===== src/hdl/stack_cpu_pkg.sv =====
`default_nettype none

package stack_cpu_pkg;

  // Stack payload, an i32 sits zero-extended in the low half
  typedef logic [63:0] value_t;
  typedef logic [31:0] word_t;

  // Immediate length in bytes
  typedef logic [3:0] leb_len_t;

  // Opcode byte in the low byte, then the ten immediate bytes
  localparam int WINDOW_BYTES = 11;
  typedef logic [8*WINDOW_BYTES-1:0] fetch_window_t;

  typedef enum logic [2:0] {
    STK_NONE,
    STK_PUSH,
    STK_POP,
    STK_REPLACE,
    STK_POP2_PUSH,
    STK_POP3_PUSH
  } stack_op_t;

  typedef enum logic [3:0] {
    TRAP_NONE,
    TRAP_ENDED,
    TRAP_UNREACHABLE,
    TRAP_UNKNOWN_OPCODE,
    TRAP_TYPE_MISMATCH,
    TRAP_STACK_EMPTY,
    TRAP_STACK_OVERFLOW,
    TRAP_MEM_ERROR
  } trap_t;

endpackage

`default_nettype wire


===== src/hdl/wasm_isa_pkg.sv =====
`default_nettype none

package wasm_isa_pkg;

  // Opcode bytes of the supported instructions
  typedef enum logic [7:0] {
    OP_UNREACHABLE = 8'h00,
    OP_NOP         = 8'h01,
    OP_END         = 8'h0b,
    OP_DROP        = 8'h1a,
    OP_SELECT      = 8'h1b,
    OP_I32_CONST   = 8'h41,
    OP_I64_CONST   = 8'h42,
    OP_I32_EQZ     = 8'h45,
    OP_I32_EQ      = 8'h46,
    OP_I32_NE      = 8'h47,
    OP_I64_EQZ     = 8'h50,
    OP_I64_EQ      = 8'h51,
    OP_I64_NE      = 8'h52,
    OP_I32_ADD     = 8'h6a,
    OP_I32_SUB     = 8'h6b,
    OP_I64_ADD     = 8'h7c,
    OP_I64_SUB     = 8'h7d
  } opcode_t;

  // Type code is 0x7f minus the type byte of the binary format
  // Float codes kept reserved, never produced here
  typedef enum logic [1:0] {
    I32 = 2'd0,
    I64 = 2'd1,
    F32 = 2'd2,
    F64 = 2'd3
  } value_type_t;

  // Longest signed LEB128 immediate (varint64)
  localparam int LEB_MAX_BYTES = 10;

  // Payload bits per LEB128 byte
  localparam int LEB_GROUP_BITS = 7;

endpackage

`default_nettype wire

===== src/hdl/wasm_cpu.sv =====
`timescale 1ns/1ns
`default_nettype none

module wasm_cpu #(
  parameter int MEM_AW   = 10,
  parameter int STACK_AW = 3
) (
  input  wire                               clk,
  input  wire                               reset,
  input  wire [MEM_AW-1:0]                  start_pc,
  output wire [MEM_AW-1:0]                  mem_addr,
  input  wire stack_cpu_pkg::fetch_window_t mem_data,
  input  wire                               mem_error,
  output wire stack_cpu_pkg::value_t        result,
  output wire wasm_isa_pkg::value_type_t    result_type,
  output wire                               result_empty,
  output wire stack_cpu_pkg::trap_t         trap
);
  import wasm_isa_pkg::*;
  import stack_cpu_pkg::*;

  // Fetch to execute
  logic              insn_stb;
  opcode_t           opcode;
  value_t            imm;
  logic              fetch_error;
  logic              halted;

  // Execute to stack
  stack_op_t         stack_op;
  value_t            push_value;
  value_type_t       push_type;

  // Stack outputs below the top; the top itself drives result
  value_t            nos;
  value_t            third;
  value_type_t       nos_type;
  value_type_t       third_type;
  logic [STACK_AW:0] depth;
  logic              full;
  value_t            alu_value;

  fetch_decode #(.MEM_AW(MEM_AW)) u_fetch (
    .clk(clk), .reset(reset), .start_pc(start_pc), .halted(halted),
    .mem_addr(mem_addr), .mem_data(mem_data), .mem_error(mem_error),
    .insn_stb(insn_stb), .opcode(opcode), .imm(imm), .fetch_error(fetch_error)
  );

  execute_unit #(.STACK_AW(STACK_AW)) u_exec (
    .clk(clk), .reset(reset), .insn_stb(insn_stb), .opcode(opcode), .imm(imm),
    .fetch_error(fetch_error), .tos_type(result_type), .nos_type(nos_type),
    .third_type(third_type), .tos(result), .nos(nos), .third(third), .depth(depth),
    .full(full), .alu_value(alu_value), .stack_op(stack_op), .push_value(push_value),
    .push_type(push_type), .trap(trap), .halted(halted)
  );

  int_alu u_alu (.opcode(opcode), .tos(result), .nos(nos), .alu_value(alu_value));

  operand_stack #(.STACK_AW(STACK_AW)) u_stack (
    .clk(clk), .reset(reset), .stack_op(stack_op), .push_value(push_value),
    .push_type(push_type), .tos(result), .nos(nos), .third(third),
    .tos_type(result_type), .nos_type(nos_type), .third_type(third_type),
    .depth(depth), .empty(result_empty), .full(full)
  );

endmodule

`default_nettype wire


===== src/hdl/operand_stack.sv =====
`timescale 1ns/1ns
`default_nettype none

module operand_stack #(
  parameter int STACK_AW = 3
) (
  input  wire                            clk,
  input  wire                            reset,
  input  wire stack_cpu_pkg::stack_op_t  stack_op,
  input  wire stack_cpu_pkg::value_t     push_value,
  input  wire wasm_isa_pkg::value_type_t push_type,
  output stack_cpu_pkg::value_t          tos,
  output stack_cpu_pkg::value_t          nos,
  output stack_cpu_pkg::value_t          third,
  output wasm_isa_pkg::value_type_t      tos_type,
  output wasm_isa_pkg::value_type_t      nos_type,
  output wasm_isa_pkg::value_type_t      third_type,
  output logic [STACK_AW:0]              depth,
  output logic                           empty,
  output logic                           full
);
  import wasm_isa_pkg::*;
  import stack_cpu_pkg::*;

  localparam int ENTRIES = 2 ** STACK_AW;

  value_t              values [ENTRIES];
  value_type_t         types  [ENTRIES];
  logic [STACK_AW:0]   ptr;
  logic [STACK_AW-1:0] tos_idx;
  logic [STACK_AW-1:0] nos_idx;
  logic [STACK_AW-1:0] third_idx;
  logic [STACK_AW-1:0] wr_idx;
  logic                wr_en;

  // ptr counts entries, so the top sits at ptr - 1
  assign tos_idx   = STACK_AW'(ptr - 1);
  assign nos_idx   = STACK_AW'(ptr - 2);
  assign third_idx = STACK_AW'(ptr - 3);

  // Slot that receives the pushed value
  always_comb begin
    wr_en = 1'b1;
    case (stack_op)
      STK_PUSH:      wr_idx = ptr[STACK_AW-1:0];
      STK_REPLACE:   wr_idx = tos_idx;
      STK_POP2_PUSH: wr_idx = nos_idx;
      STK_POP3_PUSH: wr_idx = third_idx;
      default: begin
        wr_en  = 1'b0;
        wr_idx = tos_idx;
      end
    endcase
  end

  always_ff @(posedge clk) begin
    if (reset) begin
      ptr <= '0;
    end else begin
      case (stack_op)
        STK_PUSH:      ptr <= ptr + 1'b1;
        STK_POP:       ptr <= ptr - 1'b1;
        STK_POP2_PUSH: ptr <= ptr - 1'b1;
        STK_POP3_PUSH: ptr <= ptr - 2'd2;
        default:       ptr <= ptr;
      endcase
    end
  end

  always_ff @(posedge clk) begin
    if (wr_en) begin
      values[wr_idx] <= push_value;
      types[wr_idx]  <= push_type;
    end
  end

  // Slots past the depth read as zero
  assign tos        = (ptr >= 1) ? values[tos_idx] : 64'b0;
  assign nos        = (ptr >= 2) ? values[nos_idx] : 64'b0;
  assign third      = (ptr >= 3) ? values[third_idx] : 64'b0;
  assign tos_type   = (ptr >= 1) ? types[tos_idx] : I32;
  assign nos_type   = (ptr >= 2) ? types[nos_idx] : I32;
  assign third_type = (ptr >= 3) ? types[third_idx] : I32;

  assign depth = ptr;
  assign empty = (ptr == '0);
  assign full  = (ptr == ENTRIES);

endmodule

`default_nettype wire


===== src/hdl/execute_unit.sv =====
`timescale 1ns/1ns
`default_nettype none

module execute_unit #(
  parameter int STACK_AW = 3
) (
  input  wire                            clk,
  input  wire                            reset,
  input  wire                            insn_stb,
  input  wire wasm_isa_pkg::opcode_t     opcode,
  input  wire stack_cpu_pkg::value_t     imm,
  input  wire                            fetch_error,
  input  wire wasm_isa_pkg::value_type_t tos_type,
  input  wire wasm_isa_pkg::value_type_t nos_type,
  input  wire wasm_isa_pkg::value_type_t third_type,
  input  wire stack_cpu_pkg::value_t     tos,
  input  wire stack_cpu_pkg::value_t     nos,
  input  wire stack_cpu_pkg::value_t     third,
  input  wire [STACK_AW:0]               depth,
  input  wire                            full,
  input  wire stack_cpu_pkg::value_t     alu_value,
  output stack_cpu_pkg::stack_op_t       stack_op,
  output stack_cpu_pkg::value_t          push_value,
  output wasm_isa_pkg::value_type_t      push_type,
  output stack_cpu_pkg::trap_t           trap,
  output logic                           halted
);
  import wasm_isa_pkg::*;
  import stack_cpu_pkg::*;

  trap_t       trap_next;
  value_type_t operand_type;
  logic        is_arith;

  // Operand type implied by the opcode
  assign operand_type = (opcode inside {OP_I64_CONST, OP_I64_EQZ, OP_I64_EQ, OP_I64_NE,
                                        OP_I64_ADD, OP_I64_SUB}) ? I64 : I32;
  assign is_arith     = opcode inside {OP_I32_ADD, OP_I32_SUB, OP_I64_ADD, OP_I64_SUB};

  always_comb begin
    stack_op   = STK_NONE;
    push_value = alu_value;
    push_type  = I32;
    trap_next  = TRAP_NONE;
    if (insn_stb && !halted) begin
      if (fetch_error) begin
        trap_next = TRAP_MEM_ERROR;
      end else begin
        case (opcode)
          OP_NOP: begin
          end
          OP_UNREACHABLE: trap_next = TRAP_UNREACHABLE;
          OP_END:         trap_next = TRAP_ENDED;
          OP_I32_CONST, OP_I64_CONST: begin
            if (full) begin
              trap_next = TRAP_STACK_OVERFLOW;
            end else begin
              stack_op   = STK_PUSH;
              push_value = imm;
              push_type  = operand_type;
            end
          end
          OP_DROP: begin
            if (depth < 1) trap_next = TRAP_STACK_EMPTY;
            else stack_op = STK_POP;
          end
          OP_I32_EQZ, OP_I64_EQZ: begin
            if (depth < 1) trap_next = TRAP_STACK_EMPTY;
            else if (tos_type != operand_type) trap_next = TRAP_TYPE_MISMATCH;
            else stack_op = STK_REPLACE;
          end
          OP_I32_EQ, OP_I32_NE, OP_I32_ADD, OP_I32_SUB,
          OP_I64_EQ, OP_I64_NE, OP_I64_ADD, OP_I64_SUB: begin
            if (depth < 2) begin
              trap_next = TRAP_STACK_EMPTY;
            end else if (tos_type != operand_type || nos_type != operand_type) begin
              trap_next = TRAP_TYPE_MISMATCH;
            end else begin
              stack_op = STK_POP2_PUSH;
              // Comparisons always give an i32
              if (is_arith) push_type = operand_type;
            end
          end
          OP_SELECT: begin
            if (depth < 3) begin
              trap_next = TRAP_STACK_EMPTY;
            end else if (tos_type != I32 || nos_type != third_type) begin
              trap_next = TRAP_TYPE_MISMATCH;
            end else begin
              stack_op   = STK_POP3_PUSH;
              // Nonzero condition keeps the deeper operand
              push_value = (tos != 64'b0) ? third : nos;
              push_type  = third_type;
            end
          end
          default: trap_next = TRAP_UNKNOWN_OPCODE;
        endcase
      end
    end
  end

  // First trap sticks until reset
  always_ff @(posedge clk) begin
    if (reset) begin
      trap <= TRAP_NONE;
    end else if (trap_next != TRAP_NONE) begin
      trap <= trap_next;
    end
  end

  assign halted = (trap != TRAP_NONE);

endmodule

`default_nettype wire


===== src/hdl/int_alu.sv =====
`timescale 1ns/1ns
`default_nettype none

module int_alu (
  input  wire wasm_isa_pkg::opcode_t opcode,
  input  wire stack_cpu_pkg::value_t tos,
  input  wire stack_cpu_pkg::value_t nos,
  output stack_cpu_pkg::value_t      alu_value
);
  import wasm_isa_pkg::*;
  import stack_cpu_pkg::*;

  // nos is the left operand, tos the right one
  word_t lhs32;
  word_t rhs32;

  assign lhs32 = nos[31:0];
  assign rhs32 = tos[31:0];

  always_comb begin
    case (opcode)
      // i32 forms, result zero-extended
      OP_I32_EQZ: alu_value = {63'b0, rhs32 == 32'b0};
      OP_I32_EQ:  alu_value = {63'b0, lhs32 == rhs32};
      OP_I32_NE:  alu_value = {63'b0, lhs32 != rhs32};
      OP_I32_ADD: alu_value = {32'b0, lhs32 + rhs32};
      OP_I32_SUB: alu_value = {32'b0, lhs32 - rhs32};

      // i64 forms
      OP_I64_EQZ: alu_value = {63'b0, tos == 64'b0};
      OP_I64_EQ:  alu_value = {63'b0, nos == tos};
      OP_I64_NE:  alu_value = {63'b0, nos != tos};
      OP_I64_ADD: alu_value = nos + tos;
      OP_I64_SUB: alu_value = nos - tos;

      default:    alu_value = 64'b0;
    endcase
  end

endmodule

`default_nettype wire


===== src/hdl/fetch_decode.sv =====
`timescale 1ns/1ns
`default_nettype none

module fetch_decode #(
  parameter int MEM_AW = 10
) (
  input  wire                               clk,
  input  wire                               reset,
  input  wire [MEM_AW-1:0]                  start_pc,
  input  wire                               halted,
  output logic [MEM_AW-1:0]                 mem_addr,
  input  wire stack_cpu_pkg::fetch_window_t mem_data,
  input  wire                               mem_error,
  output logic                              insn_stb,
  output wasm_isa_pkg::opcode_t             opcode,
  output stack_cpu_pkg::value_t             imm,
  output logic                              fetch_error
);
  import wasm_isa_pkg::*;
  import stack_cpu_pkg::*;

  typedef enum logic {
    FETCH_ADDR,
    FETCH_CAPTURE
  } fetch_state_t;

  fetch_state_t      state;
  logic [MEM_AW-1:0] pc;
  opcode_t           win_opcode;
  logic              has_imm;
  value_t            leb_value;
  leb_len_t          leb_len;
  leb_len_t          advance;

  // Immediate bytes follow the opcode byte
  leb128_decoder u_leb (
    .bytes (mem_data[8*WINDOW_BYTES-1:8]),
    .value (leb_value),
    .len   (leb_len)
  );

  assign win_opcode = opcode_t'(mem_data[7:0]);
  assign has_imm    = (win_opcode == OP_I32_CONST) || (win_opcode == OP_I64_CONST);
  assign advance    = has_imm ? leb_len + 4'd1 : 4'd1;

  always_ff @(posedge clk) begin
    if (reset) begin
      state    <= FETCH_ADDR;
      pc       <= start_pc;
      mem_addr <= '0;
      insn_stb <= 1'b0;
    end else begin
      insn_stb <= 1'b0;
      case (state)
        FETCH_ADDR: begin
          if (!halted) begin
            mem_addr <= pc;
            state    <= FETCH_CAPTURE;
          end
        end
        FETCH_CAPTURE: begin
          state <= FETCH_ADDR;
          // A trap raised by the previous item cancels this one
          if (!halted) begin
            pc       <= pc + MEM_AW'(advance);
            insn_stb <= 1'b1;
          end
        end
        default: state <= FETCH_ADDR;
      endcase
    end
  end

  // Instruction payload, qualified by insn_stb
  always_ff @(posedge clk) begin
    if (state == FETCH_CAPTURE) begin
      opcode      <= win_opcode;
      imm         <= (win_opcode == OP_I32_CONST) ? {32'b0, leb_value[31:0]} : leb_value;
      fetch_error <= mem_error;
    end
  end

endmodule

`default_nettype wire


===== src/hdl/leb128_decoder.sv =====
`timescale 1ns/1ns
`default_nettype none

module leb128_decoder (
  input  wire [8*wasm_isa_pkg::LEB_MAX_BYTES-1:0] bytes,
  output stack_cpu_pkg::value_t                   value,
  output stack_cpu_pkg::leb_len_t                 len
);
  import wasm_isa_pkg::*;
  import stack_cpu_pkg::*;

  localparam int ACC_BITS = LEB_GROUP_BITS * LEB_MAX_BYTES;

  logic [ACC_BITS-1:0] acc;
  logic                sign;
  logic                done;
  leb_len_t            count;

  always_comb begin
    acc   = '0;
    sign  = 1'b0;
    done  = 1'b0;
    // No terminator found means the full ten bytes
    count = leb_len_t'(LEB_MAX_BYTES);
    for (int i = 0; i < LEB_MAX_BYTES; i++) begin
      if (!done) begin
        acc[LEB_GROUP_BITS*i +: LEB_GROUP_BITS] = bytes[8*i +: LEB_GROUP_BITS];
        sign = bytes[8*i + LEB_GROUP_BITS - 1];
        // Continuation bit clear ends the number
        if (!bytes[8*i + LEB_GROUP_BITS]) begin
          done  = 1'b1;
          count = leb_len_t'(i + 1);
        end
      end
    end
    // Sign bit fills everything above the last group
    for (int j = 0; j < ACC_BITS; j++) begin
      if (j >= LEB_GROUP_BITS * int'(count)) begin
        acc[j] = sign;
      end
    end
  end

  assign value = acc[63:0];
  assign len   = count;

endmodule

`default_nettype wire


===== config.mk =====
export PLATFORM = sky130hd
export DESIGN_NAME = wasm_cpu
export DESIGN_NICKNAME = d
export VERILOG_FILES = /design/src/hdl/stack_cpu_pkg.sv /design/src/hdl/wasm_isa_pkg.sv /design/src/hdl/wasm_cpu.sv /design/src/hdl/operand_stack.sv /design/src/hdl/execute_unit.sv /design/src/hdl/int_alu.sv /design/src/hdl/fetch_decode.sv /design/src/hdl/leb128_decoder.sv
export SDC_FILE = /design/constraint.sdc
export NUM_CORES = 2
export LEC_CHECK = 0
export BUFFER_PORTS_ARGS = -buffer_cell sky130_fd_sc_hd__buf_2
export CORE_MARGIN = 3
export CORE_UTILIZATION = 35
export DETAILED_ROUTE_END_ITERATION = 8
export PLACE_DENSITY_LB_ADDON = 0.05
export REMOVE_ABC_BUFFERS = 1
export SKIP_CTS_REPAIR_TIMING = 1
export SYNTH_ARGS = -nofsm -noshare
export SYNTH_HDL_FRONTEND = slang
export SYNTH_HIERARCHICAL = 1
export SYNTH_SLANG_ARGS = --single-unit

===== constraint.sdc =====
create_clock -name clk -period 10.46 [get_ports clk]
set_input_delay 0.523 -clock clk [delete_from_list [all_inputs] [get_ports clk]]
set_output_delay 0.523 -clock clk [all_outputs]
set_load 0.02 [all_outputs]

==> out/summary.md <==
* **met1 track demand over resource** 36.97%
* **number of core rows** 130
* **Avg WL per Cell** 29.95 µm
* **largest stage delay on the critical path** 0.97 ns
* **count of mapped cells out of synthesis** 3948
* **Reg2Reg Capture Point** u_stack/values[4][62]
* **length of the first detailed-routing pass in iterations** 6
* **library cell with the largest summed area after synthesis** edfxtp_1
* **Fin. Hold Viols** 0
* **FF/Latch Area** 0.01874 mm²
* **Die Height** 363.7 µm
* **worst clock skew** 0.03731 ns
* **via count** 35.15k
* **global routing's busiest layer** met2
* **routed wire length** 171.7 mm
* **global-route track usage on met3** 4.238%
* **data required time of the critical path** 10.90 ns
* **via count of the first global-routing pass** 34.17k
* **Routed Antenna Nets** 0
* **number of buffers inserted during clock tree synthesis** 79
* **total of warnings raised by yosys** 6
* **mean post-synth cell area** 11.34 µm²
* **Nets** 4268
* **fraction of final layout cells with drive strength greater than 1** 21.11%
* **clk sinks** 630
* **kind of end point of the critical path** register
* **count of distinct cell types in the synthesized netlist** 115
* **share of flip-flops with an asynchronous set or reset** 0%
* **TritonCTS clock tree** done
* **filler cell count** 12.24k
* **Syn Std Cell Area** 0.04477 mm²
* **Worst Hold Depth** 1
* **shortest clock period the worst path allows after layout** 8.352 ns
* **non-filler instance count after layout** 5733
* **launch point of the worst hold path** mem_data[4]
* **largest net degree at the start of global routing** 130
* **post-CTS clock slew at the launch and capture registers of the worst setup and hold paths** 0.06 ns
* **CORE AREA** 0.1264 mm²
* **area of combinational cells with multiple inputs** 0.02401 mm²
* **number of buffers between clock root and the deepest sink** 3
* **detailed router's first-iteration violation count** 3665
* **die boundary width** 363.7 µm
* **cell total after placement** 5578
* **commonest cells after routing, fill and taps aside** edfxtp_1, nand2_1, mux4_2
* **setup-violating endpoint count in the final report** 0
* **number of ports placed on the die boundary** 182
* **clock root cell** clkbuf_16
* **Worst Tran Pin Value** 1.304 ns
* **Pwr per Cell Area** 165.5 mW/mm²
* **first-pass GRT wire length** 245.8 mm
* **peak fanout along the critical path** 41
* **met2 track utilization from global routing** 40.06%
* **highest attainable clock frequency** 119.7 MHz
* **final routed DRC violation total** 0
* **setup slack on the worst flop-to-flop path** 2.11 ns
* **ys flop type** edfxtp_1
* **VDD IR-drop max** 114.6 µV
* **final std cell area, no fill** 0.04963 mm²
* **launch instance of the worst register-to-register path** u_stack/depth[1]
* **initial antenna violation count** 18
* **dominant cells by area after synthesis** edfxtp_1, mux4_2, ha_1
* **placed wire-length estimate** 117.2 mm
* **number of max-cap violations** 0
* **placed instance area** 0.04720 mm²
* **clock latency of the later-clocked register in the worst-skew pair** 0.70 ns
* **part of the cycle the worst path needs** 79.85%
* **full die area** 0.1323 mm²
* **worst hold path class** input port to register
* **worst-case setup margin in the final layout** 2.108 ns
* **area fraction of the dominant cell type after synthesis** 40.98%
* **Total GRT Usage** 25.55%
* **global placement routability congestion** 0.9304
* **Clock H-tree levels** 3
* **routed via count divided by cell count** 6.132
* **worst path arrival time** 8.79 ns
* **end of the worst hold path** u_fetch/opcode[4]
* **Overflow after GRT** 0
* **fraction of the core area covered by cells at the end of the flow** 39.27%
* **Crit Path Category** register to register
* **worst setup slack before clock tree synthesis** 2.274 ns
* **worst-path cell chain** inv_1 > ha_4 > nor3b_2 > nor2b_1 > or2_2 > buf_12 > o21ai_0 > inv_1 > ha_1 > nor2b_1 > or3_1 > a211oi_1 > nor3_1 > nand3_1 > a31oi_1 > nor3_1 > or3_1 > o22a_1 > mux2i_1 > a22oi_1 > o21ai_1
* **count of final max-slew check failures** 0
* **sequential cell area fraction in the yosys report** 41.83%
* **count of flip-flops with a built-in enable after synthesis** 611
* **signed area change from the synthesized netlist to the final layout** 10.85%
* **most common cell after layout, fill and taps aside** edfxtp_1
* **worst rel slew slack** 12.14%
* **number of cells traversed by the worst register-to-register path** 21
* **Worst setup SP type** register
* **RSZ-0062 raised after global routing** false
* **flops & latches, synth** 630
* **initial standard-cell utilization of the core** 35.43%
* **PortBufs** 174
* **setup TNS** 0 ns
* **CP max-delay cell** o21ai_0
* **result of the run** completed
* **leak pwr** 15.99 nW
-- stage by stage --
| step | power [W] | hold WS (ns) |
|---|---|---|
| 6_report | 0.008213 | 0.05150 |
| 5_1_grt | 0.008595 | 0.02974 |
| 4_1_cts | 0.008256 | -0.04506 |
| 3_5_place_dp | 0.005640 | 0.4496 |
| 3_3_place_gp | 0.005652 | 0.4453 |
| 2_1_floorplan | 0.004742 | 0.5044 |
-- power breakdown --
group	internal (W)	switching, W	leakage [nW]
clock network	0.00146	0.00112	1.17
logic	0.000852	0.00177	9.47
registers	0.00291	0.0000954	5.36
-- state kept, by name (all words and copies together) (netlist names) --
signal / cells
u_stack/depth: 4
u_fetch/imm: 64
u_fetch/insn_stb: 1
u_fetch/pc: 10
u_fetch/opcode: 8
u_stack/values: 512
u_fetch/state: 1
u_stack/types: 16
u_exec/trap: 3
u_fetch/fetch_error: 1
u_fetch/mem_addr: 10
-- final cells by class --
type | instances | area share (%)
Multi-Input combinational cell | 2870 | 48.37
Sequential cell | 630 | 37.76
Clock buffer | 103 | 4.207
Tap cell | 1650 | 4.160
Timing Repair Buffer | 275 | 3.670
Inverter | 155 | 1.172
Clock inverter | 40 | 0.6101
Antenna cell | 10 | 0.05042
-- metal layers --
layer / vias to the layer above / part of all wire, %
li1: 15550 / -
met1: 17970 / 45
met2: 1454 / 45
met3: 171 / 7.0
met4: 4 / 2.1
met5: - / 0.016
-- worst max-delay path by stage --
stage                                start                     to  slack [ns]  depth (start not counted)
after floorplan           u_stack/depth[0]   u_stack/values[0][0]      -23.74                         10
after global placement    u_stack/depth[1]  u_stack/values[1][62]        2.29                         21
after detailed placement  u_stack/depth[1]  u_stack/values[1][62]        2.27                         21
after CTS                 u_stack/depth[1]  u_stack/values[6][62]        2.26                         21
after global routing      u_stack/depth[1]  u_stack/values[6][62]        1.82                         21
final                     u_stack/depth[1]  u_stack/values[4][62]        2.11                         21
-- cell usage after synthesis, drive strengths merged (10+ instances only) --
cell and count:
nor2b 37, a21oi 283, o21ai 330, edfxtp 611
a22oi 69, a21boi 10, nor3 46, o31ai 30
xor2 12, mux2i 186, dfxtp 19, ha 149
and3 14, o21bai 38, o211ai 18, a21o 32
nand4 40, a221oi 19, a211oi 26, mux4 300
nor4 68, xnor2 44, a2bb2oi 11, buf 181
or3 21, a22o 103, nand2 363, inv 154
nor2 232, o22ai 16, or2 18, and2 44
o21a 16, a31oi 26, nand3b 12, nand3 49
nand2b 25, clkbuf 106, mux2 53
-- cell families (layout without fill, tap and decap cells) --
logic type	after synthesis	after routing	synth area share [%]
compound gates	1107	1107	15.86
xor+xnor	56	56	1.129
fa+ha+maj	156	156	4.477
buf+inv	448	573	4.918
flops	630	630	41.83
mux	539	539	20.58
other cells	1	11	0.008375
simple gates	1011	1011	11.20
-- critical path, delay by kind of cell (launching register included) --
family          cells  cell delay, ns
simple gates        9            2.72
compound gates      6            2.55
flops               1            0.84
fa+ha+maj           2            0.80
buf+inv             3            0.76
mux                 1            0.36
No activity file was read; power rests on OpenSTA's default activity.
